--- config.mk ---
export PLATFORM = sky130hd
export DESIGN_NAME = ppu_top
export DESIGN_NICKNAME = d
export VERILOG_FILES = /design/src/logic/ppu_pkg.sv /design/src/logic/ppu_regs_if.sv /design/src/logic/ppu_tile_if.sv /design/src/logic/ppu_bg_fetcher.sv /design/src/logic/ppu_line_timing.sv /design/src/logic/ppu_pixel_shifter.sv /design/src/logic/ppu_regs.sv /design/src/logic/ppu_top.sv
export SDC_FILE = /design/constraint.sdc
export NUM_CORES = 1
export LEC_CHECK = 0
export BUFFER_PORTS_ARGS = -buffer_cell sky130_fd_sc_hd__clkbuf_2
export CORE_MARGIN = 2
export CORE_UTILIZATION = 45
export DETAILED_ROUTE_END_ITERATION = 12
export PLACE_DENSITY = 0.69
export SLEW_MARGIN = 20
export SYNTH_ARGS = -nofsm -noshare
export SYNTH_HDL_FRONTEND = slang
export SYNTH_SLANG_ARGS = --single-unit
--- constraint.sdc ---
create_clock -name clk -period 3.5 [get_ports clk]
set_input_delay 1.05 -clock clk [delete_from_list [all_inputs] [get_ports clk]]
set_output_delay 1.05 -clock clk [all_outputs]
set_load 0.05 [all_outputs]
--- src/logic/ppu_pkg.sv ---
// ppu shared definitions: lcd geometry, register map, mode encoding and lcdc layout
package ppu_pkg;

    // cpu-visible register addresses
    localparam logic [15:0] ADDR_LCDC = 16'hFF40;
    localparam logic [15:0] ADDR_STAT = 16'hFF41;
    localparam logic [15:0] ADDR_SCY  = 16'hFF42;
    localparam logic [15:0] ADDR_SCX  = 16'hFF43;
    localparam logic [15:0] ADDR_LY   = 16'hFF44;  // read only
    localparam logic [15:0] ADDR_LYC  = 16'hFF45;

    // frame geometry, one dot per clock
    localparam int DOTS_PER_LINE   = 456;
    localparam int SCAN_DOTS       = 80;   // mode 2 length
    localparam int VISIBLE_LINES   = 144;
    localparam int LINES_PER_FRAME = 154;
    localparam int SCREEN_WIDTH    = 160;

    // vram layout
    localparam logic [15:0] MAP_BASE_LO        = 16'h9800;
    localparam logic [15:0] MAP_BASE_HI        = 16'h9C00;
    localparam logic [15:0] TILE_BASE_UNSIGNED = 16'h8000;
    localparam logic [15:0] TILE_BASE_SIGNED   = 16'h9000;  // tile 0 sits here, -128 at 8800
    localparam int          MAP_ROW_TILES      = 32;

    localparam int FETCH_CYCLES = 4;  // fetch request to row delivery

    // values as reported in stat[1:0]
    typedef enum logic [1:0] {
        MODE_HBLANK = 2'd0,
        MODE_VBLANK = 2'd1,
        MODE_SCAN   = 2'd2,
        MODE_DRAW   = 2'd3
    } lcd_mode_e;

    typedef struct packed {
        logic lcd_en;    // bit 7
        logic win_map;   // window not implemented
        logic win_en;
        logic tile_sel;  // 1: 8000 unsigned, 0: 9000 signed
        logic bg_map;    // 1: 9c00, 0: 9800
        logic obj_size;  // sprites not implemented
        logic obj_en;
        logic bg_en;     // bit 0
    } lcdc_flags_t;

    // the bus sees a byte, the display logic sees flags
    typedef union packed {
        logic [7:0]  raw;
        lcdc_flags_t flags;
    } lcdc_t;

endpackage

--- src/logic/ppu_regs_if.sv ---
// register settings and line status shared by the ppu register bank, timing and fetch path
`timescale 1ns/1ps

interface ppu_regs_if;

    ppu_pkg::lcdc_t     lcdc;
    logic [7:0]         scx;
    logic [7:0]         scy;
    logic [7:0]         lyc;
    logic [7:0]         ly;
    ppu_pkg::lcd_mode_e mode;
    logic               line_start;  // one clock, first dot of draw

    modport regs (output lcdc, scx, scy, lyc, input ly, mode);

    modport timing (input lcdc, output ly, mode, line_start);

    modport view (input lcdc, scx, scy, lyc, ly, mode, line_start);

endinterface

--- src/logic/ppu_tile_if.sv ---
// tile row request and delivery between the pixel shifter and the background fetcher
`timescale 1ns/1ps

interface ppu_tile_if;

    logic       fetch_req;  // single-cycle strobe, no back-pressure
    logic [7:0] row_lo;
    logic [7:0] row_hi;
    logic       row_valid;  // fetch_cycles after fetch_req

    modport fetcher (input fetch_req, output row_lo, row_hi, row_valid);

    modport shifter (output fetch_req, input row_lo, row_hi, row_valid);

endinterface

--- src/logic/ppu_bg_fetcher.sv ---
// background fetcher: map and tile row address generation and vram read sequence
`timescale 1ns/1ps

module ppu_bg_fetcher (
    input  logic         clk,
    input  logic         rst,
    input  logic [7:0]   vram_data,
    output logic         vram_rd,
    output logic [15:0]  vram_addr,
    ppu_regs_if.view     regs_if,
    ppu_tile_if.fetcher  tile_if
);

    typedef enum logic [1:0] {
        FS_MAP,   // idle, map read issued with the request
        FS_LO,    // tile number on vram_data, read low byte
        FS_HI,    // low byte on vram_data, read high byte
        FS_DATA   // high byte on vram_data
    } fetch_state_e;

    fetch_state_e state;
    logic [4:0]   col;        // next tile column, wraps at 32
    logic [4:0]   req_col;
    logic [7:0]   bg_y;       // background line, ly + scy mod 256
    logic [15:0]  map_base;
    logic [15:0]  map_addr;
    logic [15:0]  tile_base;
    logic [15:0]  tile_addr;
    logic [15:0]  row_addr;   // low byte address of the current row

    assign bg_y     = regs_if.ly + regs_if.scy;
    assign req_col  = regs_if.line_start ? regs_if.scx[7:3] : col;
    assign map_base = regs_if.lcdc.flags.bg_map ? ppu_pkg::MAP_BASE_HI : ppu_pkg::MAP_BASE_LO;
    assign map_addr = map_base + 16'(ppu_pkg::MAP_ROW_TILES) * 16'(bg_y[7:3]) + 16'(req_col);

    always_comb begin
        if (regs_if.lcdc.flags.tile_sel) begin
            tile_base = ppu_pkg::TILE_BASE_UNSIGNED + {4'b0, vram_data, 4'b0};
        end else begin
            tile_base = ppu_pkg::TILE_BASE_SIGNED + {{4{vram_data[7]}}, vram_data, 4'b0};
        end
        tile_addr = tile_base + {12'b0, bg_y[2:0], 1'b0};  // two bytes per tile row
    end

    always_comb begin
        vram_rd   = 1'b0;
        vram_addr = map_addr;
        case (state)
            FS_MAP: vram_rd = tile_if.fetch_req;
            FS_LO: begin
                vram_rd   = 1'b1;
                vram_addr = tile_addr;
            end
            FS_HI: begin
                vram_rd   = 1'b1;
                vram_addr = row_addr + 16'd1;
            end
            default: ;
        endcase
    end

    always_ff @(posedge clk) begin
        if (rst) begin
            state             <= FS_MAP;
            col               <= 5'd0;
            tile_if.row_valid <= 1'b0;
        end else begin
            tile_if.row_valid <= (state == FS_DATA);
            if (tile_if.fetch_req) begin
                col <= req_col + 5'd1;
            end
            case (state)
                FS_MAP:  state <= tile_if.fetch_req ? FS_LO : FS_MAP;
                FS_LO:   state <= FS_HI;
                FS_HI:   state <= FS_DATA;
                default: state <= FS_MAP;
            endcase
        end
    end

    always_ff @(posedge clk) begin
        if (state == FS_LO) begin
            row_addr <= tile_addr;
        end
        if (state == FS_HI) begin
            tile_if.row_lo <= regs_if.lcdc.flags.bg_en ? vram_data : 8'h00;
        end
        if (state == FS_DATA) begin
            tile_if.row_hi <= regs_if.lcdc.flags.bg_en ? vram_data : 8'h00;
        end
    end

endmodule

--- src/logic/ppu_line_timing.sv ---
// dot and line counters, lcd mode sequencing and vertical blank interrupt
`timescale 1ns/1ps

module ppu_line_timing (
    input  logic       clk,
    input  logic       rst,
    input  logic       line_done,
    output logic       irq_vblank,
    ppu_regs_if.timing regs_if
);

    logic [8:0]         dot;      // 0..455 within the line
    logic [7:0]         ly;
    logic               drawing;  // set from dot 80 until the shifter finishes
    logic               enable;
    logic               visible;
    logic               line_end;
    ppu_pkg::lcd_mode_e mode;

    assign enable   = regs_if.lcdc.flags.lcd_en;
    assign visible  = (ly < 8'(ppu_pkg::VISIBLE_LINES));
    assign line_end = (dot == 9'(ppu_pkg::DOTS_PER_LINE - 1));

    always_ff @(posedge clk) begin
        if (rst || !enable) begin
            dot        <= 9'd0;
            ly         <= 8'd0;
            drawing    <= 1'b0;
            irq_vblank <= 1'b0;
        end else begin
            irq_vblank <= line_end && (ly == 8'(ppu_pkg::VISIBLE_LINES - 1));
            if (line_end) begin
                dot <= 9'd0;
                if (ly == 8'(ppu_pkg::LINES_PER_FRAME - 1)) begin
                    ly <= 8'd0;
                end else begin
                    ly <= ly + 8'd1;
                end
            end else begin
                dot <= dot + 9'd1;
            end
            if (visible && dot == 9'(ppu_pkg::SCAN_DOTS - 1)) begin
                drawing <= 1'b1;
            end else if (line_done || line_end) begin
                drawing <= 1'b0;                         // draw ends the clock after line_done
            end
        end
    end

    always_comb begin
        if (!enable) begin
            mode = ppu_pkg::MODE_HBLANK;
        end else if (!visible) begin
            mode = ppu_pkg::MODE_VBLANK;
        end else if (dot < 9'(ppu_pkg::SCAN_DOTS)) begin
            mode = ppu_pkg::MODE_SCAN;                   // scan only as timing, no oam search
        end else if (drawing) begin
            mode = ppu_pkg::MODE_DRAW;
        end else begin
            mode = ppu_pkg::MODE_HBLANK;
        end
    end

    assign regs_if.mode       = mode;
    assign regs_if.ly         = ly;
    assign regs_if.line_start = enable && drawing && (dot == 9'(ppu_pkg::SCAN_DOTS));

endmodule

--- src/logic/ppu_pixel_shifter.sv ---
// two-plane background shifter with fine scroll discard and end of line detection
`timescale 1ns/1ps

module ppu_pixel_shifter (
    input  logic         clk,
    input  logic         rst,
    output logic [1:0]   px,
    output logic         px_valid,
    output logic         line_done,
    ppu_regs_if.view     regs_if,
    ppu_tile_if.shifter  tile_if
);

    logic [7:0] sh_lo;
    logic [7:0] sh_hi;
    logic [7:0] cur_lo;    // plane bytes feeding this clock's pixel
    logic [7:0] cur_hi;
    logic [3:0] remain;    // bits left in the shift register
    logic [2:0] discard;   // fine scroll pixels still to drop
    logic [7:0] x;
    logic       active;
    logic       run;
    logic       have_px;

    // a new row is used on the clock it arrives
    assign cur_lo  = tile_if.row_valid ? tile_if.row_lo : sh_lo;
    assign cur_hi  = tile_if.row_valid ? tile_if.row_hi : sh_hi;
    assign run     = active && regs_if.lcdc.flags.lcd_en;
    assign have_px = run && (tile_if.row_valid || remain != 4'd0);

    assign px        = {cur_hi[7], cur_lo[7]};
    assign px_valid  = have_px && (discard == 3'd0);
    assign line_done = px_valid && (x == 8'(ppu_pkg::SCREEN_WIDTH - 1));

    assign tile_if.fetch_req = regs_if.line_start ||
                               (run && remain == 4'(ppu_pkg::FETCH_CYCLES));

    always_ff @(posedge clk) begin
        if (rst) begin
            active  <= 1'b0;
            remain  <= 4'd0;
            discard <= 3'd0;
            x       <= 8'd0;
        end else if (regs_if.line_start) begin
            active  <= 1'b1;
            remain  <= 4'd0;
            discard <= regs_if.scx[2:0];
            x       <= 8'd0;
        end else begin
            if (line_done || !regs_if.lcdc.flags.lcd_en) begin
                active <= 1'b0;                      // late row of the last request is ignored
            end
            if (have_px) begin
                remain <= tile_if.row_valid ? 4'd7 : remain - 4'd1;
                if (discard != 3'd0) begin
                    discard <= discard - 3'd1;
                end
                if (px_valid) begin
                    x <= x + 8'd1;
                end
            end
        end
    end

    always_ff @(posedge clk) begin
        if (have_px) begin
            sh_lo <= {cur_lo[6:0], 1'b0};  // msb first
            sh_hi <= {cur_hi[6:0], 1'b0};
        end
    end

endmodule

--- src/logic/ppu_regs.sv ---
// lcd register bank with cpu read mux, stat status bits and stat interrupt edge detect
`timescale 1ns/1ps

module ppu_regs (
    input  logic        clk,
    input  logic        rst,
    input  logic [15:0] addr,
    input  logic        wr,
    input  logic        rd,
    input  logic [7:0]  wr_data,
    output logic [7:0]  rd_data,
    output logic        irq_stat,
    ppu_regs_if.regs    regs_if
);

    logic [3:0] stat_sel;     // stat bits 6:3, interrupt sources
    logic       lyc_match;
    logic [7:0] stat_rd;
    logic       stat_cond;
    logic       stat_cond_q;

    always_ff @(posedge clk) begin
        if (rst) begin
            regs_if.lcdc.raw <= 8'h00;
            stat_sel         <= 4'h0;
            regs_if.scy      <= 8'h00;
            regs_if.scx      <= 8'h00;
            regs_if.lyc      <= 8'h00;
        end else if (wr) begin
            case (addr)
                ppu_pkg::ADDR_LCDC: regs_if.lcdc.raw <= wr_data;
                ppu_pkg::ADDR_STAT: stat_sel <= wr_data[6:3];  // low bits are status
                ppu_pkg::ADDR_SCY:  regs_if.scy <= wr_data;
                ppu_pkg::ADDR_SCX:  regs_if.scx <= wr_data;
                ppu_pkg::ADDR_LYC:  regs_if.lyc <= wr_data;
                default: ;                                     // ly and unmapped ignore writes
            endcase
        end
    end

    assign lyc_match = (regs_if.ly == regs_if.lyc);
    assign stat_rd   = {1'b1, stat_sel, lyc_match, regs_if.mode};

    always_comb begin
        rd_data = 8'hFF;
        if (rd) begin
            case (addr)
                ppu_pkg::ADDR_LCDC: rd_data = regs_if.lcdc.raw;
                ppu_pkg::ADDR_STAT: rd_data = stat_rd;
                ppu_pkg::ADDR_SCY:  rd_data = regs_if.scy;
                ppu_pkg::ADDR_SCX:  rd_data = regs_if.scx;
                ppu_pkg::ADDR_LY:   rd_data = regs_if.ly;
                ppu_pkg::ADDR_LYC:  rd_data = regs_if.lyc;
                default:            rd_data = 8'hFF;
            endcase
        end
    end

    // shared stat line, any enabled source holds it high
    always_comb begin
        stat_cond = (stat_sel[3] && lyc_match) ||
                    (stat_sel[0] && regs_if.mode == ppu_pkg::MODE_HBLANK) ||
                    (stat_sel[2] && regs_if.mode == ppu_pkg::MODE_SCAN) ||
                    ((stat_sel[1] || stat_sel[2]) && regs_if.mode == ppu_pkg::MODE_VBLANK);
        stat_cond = stat_cond && regs_if.lcdc.flags.lcd_en;
    end

    always_ff @(posedge clk) begin
        if (rst) begin
            stat_cond_q <= 1'b0;
        end else begin
            stat_cond_q <= stat_cond;
        end
    end

    assign irq_stat = stat_cond && !stat_cond_q;  // rising edge only

endmodule

--- src/logic/ppu_top.sv ---
// ppu top level: register bank, line timing, background fetcher and pixel shifter
`timescale 1ns/1ps

module ppu_top (
    input  logic        clk,
    input  logic        rst,
    input  logic [15:0] addr,
    input  logic        wr,
    input  logic        rd,
    input  logic [7:0]  wr_data,
    output logic [7:0]  rd_data,
    output logic        irq_vblank,
    output logic        irq_stat,
    output logic [1:0]  lcd_mode,
    output logic        vram_rd,
    output logic [15:0] vram_addr,
    input  logic [7:0]  vram_data,
    output logic [1:0]  px,
    output logic        px_valid
);

    logic line_done;  // last pixel of the line

    ppu_regs_if regs_if ();
    ppu_tile_if tile_if ();

    ppu_regs i_regs (
        .clk      (clk),
        .rst      (rst),
        .addr     (addr),
        .wr       (wr),
        .rd       (rd),
        .wr_data  (wr_data),
        .rd_data  (rd_data),
        .irq_stat (irq_stat),
        .regs_if  (regs_if.regs)
    );

    ppu_line_timing i_timing (
        .clk        (clk),
        .rst        (rst),
        .line_done  (line_done),
        .irq_vblank (irq_vblank),
        .regs_if    (regs_if.timing)
    );

    ppu_bg_fetcher i_fetcher (
        .clk       (clk),
        .rst       (rst),
        .vram_data (vram_data),
        .vram_rd   (vram_rd),
        .vram_addr (vram_addr),
        .regs_if   (regs_if.view),
        .tile_if   (tile_if.fetcher)
    );

    ppu_pixel_shifter i_shifter (
        .clk       (clk),
        .rst       (rst),
        .px        (px),
        .px_valid  (px_valid),
        .line_done (line_done),
        .regs_if   (regs_if.view),
        .tile_if   (tile_if.shifter)
    );

    assign lcd_mode = regs_if.mode;

endmodule
==> Yosys cells after proc, flatten, opt, wreduce, memory -nomap -nowiden <==
Index checks and enable logic that the tools add are counted.
{ "word_totals": {"reg_bits": 126} }
{ "op_classes": {"n_mux": 25, "eq_ne": 19, "order_cmp": 2, "reduce_logical": 45, "n_addsub": 13} }
{ "op_table": {"columns": ["operator", "count"], "rows": [
  ["equality test 16 bit (second input constant)", 6],
  ["case mux 8 bit (6 select lines)", 1],
  ["2-to-1 mux 8 bit", 5],
  ["case mux 16 bit (2 select lines)", 1],
  ["equality test 8 bit (second input constant)", 3],
  ["equality test 9 x 7 -> 1 bit (second input constant)", 2],
  ["adder 16 x 1 -> 16 bit (second input constant)", 1],
  ["adder 16 x 10 -> 16 bit", 1],
  ["adder 16 x 12 -> 16 bit (first input constant)", 1],
  ["adder 16 bit (first input constant)", 1],
  ["adder 16 x 4 -> 16 bit", 1],
  ["adder 16 x 5 -> 16 bit", 1],
  ["adder 8 x 1 -> 8 bit (second input constant)", 2],
  ["2-to-1 mux 16 bit", 1],
  ["logical AND 1 bit", 15],
  ["AND reduction 2 bit", 7],
  ["2-to-1 mux 11 bit", 1],
  ["adder 9 x 1 -> 9 bit (second input constant)", 1],
  ["equality test 9 bit (second input constant)", 1],
  ["logical OR 1 bit", 9],
  ["less-than comparator 9 x 7 -> 1 bit (second input constant)", 1],
  ["2-to-1 mux 3 bit", 3],
  ["adder 8 bit", 1],
  ["equality test 8 bit", 1],
  ["20 further kinds", 37]
]} }

==> Longest topological paths before layout <==
{ "depth": {"depth_word": 11, "depth_mapped": 11} }

==> By module <==
From an unflattened synthesis, not the netlist that was laid out.
{ "unflattened": {"hier_cells": 689, "hier_area_um2": 6641.4} }
{ "modules_own_cells": {"columns": ["module", "cells_each", "n_inst", "area_each_um2"], "rows": [
  ["ppu_bg_fetcher", 186, 1, 2082.0],
  ["ppu_regs", 243, 1, 2052.0],
  ["ppu_pixel_shifter", 145, 1, 1566.5],
  ["ppu_line_timing", 115, 1, 940.9]
]} }

==> Least setup slack after synthesis <==
No wires, ideal clock.
{ "synth_path": {"path_type": "input to output", "startpoint": "input addr[3]", "endpoint": "output rd_data[0]", "t_arrival_ps": 2924, "required_time_ps": 2450, "slack_ps": -474, "stages": 6, "n_path_buf": 1, "cell_sequence": "or3_1 -> nor4_2 -> and3b_1 -> clkbuf_1 -> nand2_1 -> o2111ai_1"} }
{ "synth_between": {"elab_chain_cells": 3} }
{ "synth_rtl": {"columns": ["element", "line", "text"], "rows": [
  ["from (decl)", "ppu_top.sv:7", "input logic [15:0] addr,"],
  ["equality test 16 bit", "ppu_regs.sv:47", "case (addr)"],
  ["case mux 8 bit (6 select lines) *", "ppu_regs.sv:47", null],
  ["2-to-1 mux 8 bit *", "ppu_regs.sv:46", "if (rd) begin"],
  ["to (decl)", "ppu_top.sv:11", "output logic [7:0] rd_data,"]
]} }
Mark *: on every way between the ends. The rest lies on a longest branch, timed or not.

==> Worst setup path after layout <==
{ "layout_path": {"startpoint": "input addr[3]", "endpoint": "output rd_data[5]"} }
The elaborated chain is that of the path after synthesis.

==> tab_implementation.tex <==
\begin{tabular}{lr}
\hline
Metric & Value \\
\hline
\multicolumn{2}{l}{\textbf{Run status}} \\
\quad Run status & finished, violations left \\
\quad Violations in the final reports & negative setup slack \\
\multicolumn{2}{l}{\textbf{Clock tree}} \\
\quad Clock buffer depth & 2 \\
\quad Clock transition at the registers of the reported paths & 0.05 ns \\
\quad TritonCTS clock tree & yes \\
\quad Number of buffers inserted during clock tree synthesis & 17 \\
\quad Number of sinks handled by clock tree synthesis & 122 \\
\quad Root Buffer & sky130\_fd\_sc\_hd\_\_clkbuf\_16 \\
\quad Number of H-tree levels & 4 \\
\quad Skew-Pair Late Insertion Delay & 0.42 ns \\
\multicolumn{2}{l}{\textbf{Synth}} \\
\quad Dominant combinational cell family by area after synthesis & simple AND/OR/NAND/NOR gates \\
\quad Adder-cell area share of the yosys netlist & 4.596\% \\
\quad Cells after Synth & 654 \\
\quad Share of synthesized area occupied by flip-flops and latches & 46.53\% \\
\quad Post-synth EDFFs & 42 \\
\quad Fraction of the mapped netlist area in simple logic gates & 21.19\% \\
\quad Fraction of the mapped netlist area in compound gates & 10.90\% \\
\quad Proportion of synthesized flip-flops having asynchronous set or reset & 0\% \\
\quad Syn\_area\_per\_cell & 9.407 um\^{}2 \\
\quad XOR/XNOR Fraction of Synth Area & 6.264\% \\
\quad \#FFs+latches synth & 122 \\
\quad Post-synth cell types & 58 \\
\quad Synth Warn \# & 0 \\
\quad Area of the mapped netlist & 0.006152 mm\^{}2 \\
\quad Dominant register cell in the synthesized netlist & sky130\_fd\_sc\_hd\_\_dfxtp\_1 \\
\quad Fraction of synthesized area in multiplexers & 6.528\% \\
\multicolumn{2}{l}{\textbf{Hold path}} \\
\quad Class of the most critical hold timing path & reg2reg \\
\multicolumn{2}{l}{\textbf{Timing}} \\
\quad Final Hold Slack & 0.4681 ns \\
\quad Pin slew with the least headroom to its limit & 0.7614 ns \\
\quad Setup repair after global routing missed its margin & yes \\
\quad Clock tree skew after final layout & 0.006883 ns \\
\quad Fin worst setup slack & -0.2683 ns \\
\quad Worst relative slew slack & 48.52\% \\
\quad Max Slew Vio Count & 0 \\
\quad Final count of hold timing violations & 0 \\
\quad Minimum clock period & 3.768 ns \\
\quad Period utilisation layout & 107.7\% \\
\quad Final setup violation count & 13 \\
\quad Maximum achievable frequency & 265.4 MHz \\
\multicolumn{2}{l}{\textbf{Detailed routing}} \\
\quad Total routed wirelength & 17.30 mm \\
\quad Number of remaining DRC errors & 0 \\
\quad Mean number of vias per cell & 5.684 \\
\quad Detailed-route wire length per cell & 18.41 um \\
\quad Via count & 5343 \\
\quad Detailed Route Iter0 Violations & 461 \\
\quad Count of antenna-violating nets left after detailed routing & 0 \\
\quad Pre-Repair DR Iteration Count & 5 \\
\multicolumn{2}{l}{\textbf{Place}} \\
\quad Global placer's final weighted congestion & 0.9360 \\
\quad IO Port Bufs & 64 \\
\quad \# placed instances & 895 \\
\quad Sum of net half-perimeters after detailed placement & 12.19 mm \\
\multicolumn{2}{l}{\textbf{Global route}} \\
\quad Number of global-route vias before repair & 5255 \\
\quad All-layer global routing usage & 24.32\% \\
\quad Total grt overflow & 0 \\
\quad Initial antenna violation count & 0 \\
\quad Global-route wire length before repair & 26.98 mm \\
\quad Pin count of the biggest net entering global routing & 38 \\
\multicolumn{2}{l}{\textbf{Pwr}} \\
\quad Total power divided by cell area & 414.0 mW/mm\^{}2 \\
\quad Clock group share of total power & 53.3\% \\
\quad Int Pwr & 2.607 mW \\
\quad Logic pwr share & 2.8\% \\
\quad Peak supply drop & 326.7 uV \\
\quad Switching share of power & 21.61\% \\
\quad Seq pwr share & 43.8\% \\
\quad Post-route total power & 3.325 mW \\
\quad Net switching power & 0.7184 mW \\
\quad Leakage Power & 3.081 nW \\
\multicolumn{2}{l}{\textbf{Job}} \\
\quad Number of max-cap violations & 0 \\
\multicolumn{2}{l}{\textbf{Floorplan}} \\
\quad Die width & 120.9 um \\
\quad I/O pins & 68 \\
\quad Site row count & 42 \\
\quad Area of the core & 0.01330 mm\^{}2 \\
\quad Starting Density & 46.27\% \\
\quad Vert. Die Dim & 120.9 um \\
\quad Total Die Area & 0.01462 mm\^{}2 \\
\multicolumn{2}{l}{\textbf{Cells and area}} \\
\quad Count of non-filler cells in the finished layout & 940 \\
\quad Fraction of final layout cells with drive strength greater than 1 & 28.27\% \\
\quad Count of filler cells inserted in the layout & 1099 \\
\quad Number of nets in the layout & 809 \\
\quad Synth-to-layout area growth & 30.55\% \\
\quad Diode insertion count for antenna repair & 0 \\
\multicolumn{2}{l}{\textbf{Setup path}} \\
\quad Element type at the critical path end & output pin \\
\quad Largest fanout on the critical path & 8 \\
\quad Worst EP required & 2.45 ns \\
\quad Setup Crit Path Kind & in2out \\
\quad Kind of start point of the critical path & input port \\
\quad Data arrival time at the worst-slack endpoint & 2.72 ns \\
\hline
\end{tabular}
[sequential cells by signal, summed over array words and instances, names as in the netlist, 2 cells and up]
register                  count
i_regs.regs_if.scy            8
i_regs.regs_if.lyc            8
i_regs.regs_if.scx            8
i_fetcher.state               2
i_fetcher.col                 5
i_shifter.discard             3
i_timing.dot                  9
i_regs.regs_if.lcdc           8
i_regs.stat_sel               4
i_timing.regs_if.ly           8
i_fetcher.tile_if.row_hi      8
i_shifter.x                   8
i_fetcher.tile_if.row_lo      8
i_shifter.remain              4
i_fetcher.row_addr           12
i_shifter.sh_hi               7
i_shifter.sh_lo               7
[power by group through the flow]
| stage | sequential [mW] | combinational (mW) | clock, mW |
|---|---|---|---|
| 2_1_floorplan | 1.49 | 0.0422 | 0 |
| 3_3_place_gp | 1.49 | 0.0883 | 0 |
| 3_5_place_dp | 1.49 | 0.0894 | 0 |
| 4_1_cts | 1.46 | 0.0905 | 1.79 |
| 5_1_grt | 1.46 | 0.0992 | 1.86 |
| 6_report | 1.46 | 0.0942 | 1.77 |
[logic make-up (layout without fill, tap and decap cells)]
kind of cell,count (synthesis),in the layout
compound gates,107,107
xor+xnor,44,44
fa+ha+maj,22,22
buf+inv,55,163
flops,122,122
mux,38,38
other cells,2,3
simple gates,264,265
[cell usage in the layout, fill, tap and decap left out, drive strengths merged, types with 4 or more instances in the layout]
master and count:
nand2 78, clkinvlp 5, nor2 61, nor4 7, clkinv 5, a211oi 8
and2 14, buf 65, o2111ai 5, and3 7, a21oi 49, mux2 17
nand3 37, mux2i 21, clkbuf 68, nand4 14, a22oi 7, a22o 5
dfxtp 80, ha 21, xnor2 17, a221oi 5, edfxtp 42, nand2b 4
nand4b 5, inv 17, o21ai 15, xor2 27, nor3 18
[path summary, 6_finish.rpt]
path	slack (ns)	depth (start not counted)	start	endpoint
hold / removal	0.47	1	i_timing.dot[0]	i_timing.dot[0]
hold reg to reg	0.47	1	i_timing.dot[0]	i_timing.dot[0]
setup reg to reg	0.66	10	i_timing.dot[7]	i_fetcher.col[4]
setup / recovery	-0.27	9	addr[3]	rd_data[5]
[synth_stat cells (all sizes together), types with 2 or more instances]
master	n	area share, %
nor2	61	3.7
nor4b	2	0.28
clkbuf	29	1.8
and3	7	0.71
mux2i	21	3.4
o22ai	2	0.20
o21ai	15	1.2
edfxtp	42	21
conb	2	0.12
a22oi	7	0.85
a21oi	49	4.0
nand2b	4	0.41
nand2	78	4.8
inv	15	0.92
a22o	5	0.71
xnor2	17	2.4
nand4	14	1.4
dfxtp	80	26
a221oi	5	0.71
a311oi	2	0.28
xor2	27	3.8
o2111ai	5	0.71
a21o	2	0.24
and2	14	1.4
buf	11	1.2
ha	21	4.3
nor3b	3	0.37
a221o	2	0.33
nor4	7	0.92
nand4b	5	0.71
mux2	17	3.1
a211oi	8	0.98
nor3	18	1.5
nor2b	2	0.20
nand3	37	3.0
or4b	2	0.39
[critical path, stage by stage]
cell and delay, ns:
sky130_fd_sc_hd__buf_6 0.09, sky130_fd_sc_hd__or3_4 0.41, sky130_fd_sc_hd__buf_4 0.15, sky130_fd_sc_hd__nor4_4 0.20, sky130_fd_sc_hd__and3_4 0.26, sky130_fd_sc_hd__buf_8 0.12, sky130_fd_sc_hd__nand2_2 0.06, sky130_fd_sc_hd__nand4b_1 0.20
sky130_fd_sc_hd__buf_12 0.17
[area by class of cell]
| type | count | area (um^2) | area share, % |
|---|---|---|---|
| multi-input cells | 479 | 3352 | 41.74 |
| repair buffers | 116 | 930.9 | 11.59 |
| flip-flops and latches | 122 | 2872 | 35.75 |
| inverters | 15 | 56.30 | 0.7010 |
| clock buffers | 17 | 425.4 | 5.297 |
| clock inverters | 15 | 175.2 | 2.181 |
| well taps | 176 | 220.2 | 2.742 |
[routing by layer]
metal | share of wire (%) | vias up | track usage [%] | wire length [um]
met4 | 4.5 | 0 | 11.99 | 779
met1 | 41 | 2566 | 29.39 | 7084
met2 | 49 | 194 | 40.10 | 8542
met3 | 5.2 | 51 | 6.344 | 897
li1 | - | 2532 | - | -
met5 | 0 | - | 0 | 0
[through the flow]
stage / utilization, % / setup slack [ns] / setup TNS (ns) / instance area, um^2
finish: 60.41 / -0.2683 / -2.444 / 8031
global route: 60.41 / -0.3626 / -3.286 / 8031
CTS: 59.36 / -0.2424 / -2.133 / 7893
detailed placement: 53.06 / -0.2934 / -1.559 / 7054
global placement: 53.06 / -0.2270 / -1.339 / 7054
floorplan: - / -0.2105 / -0.8598 / 6310
[what timing repair did]
item	in CTS	in global routing
setup buffers	7	5
pin swaps	10	11
hold buffers	0	0
resized for setup	38	35
cloned	1	0
setup endpoints to repair	15	20
Power figures use the tool's default switching activity.
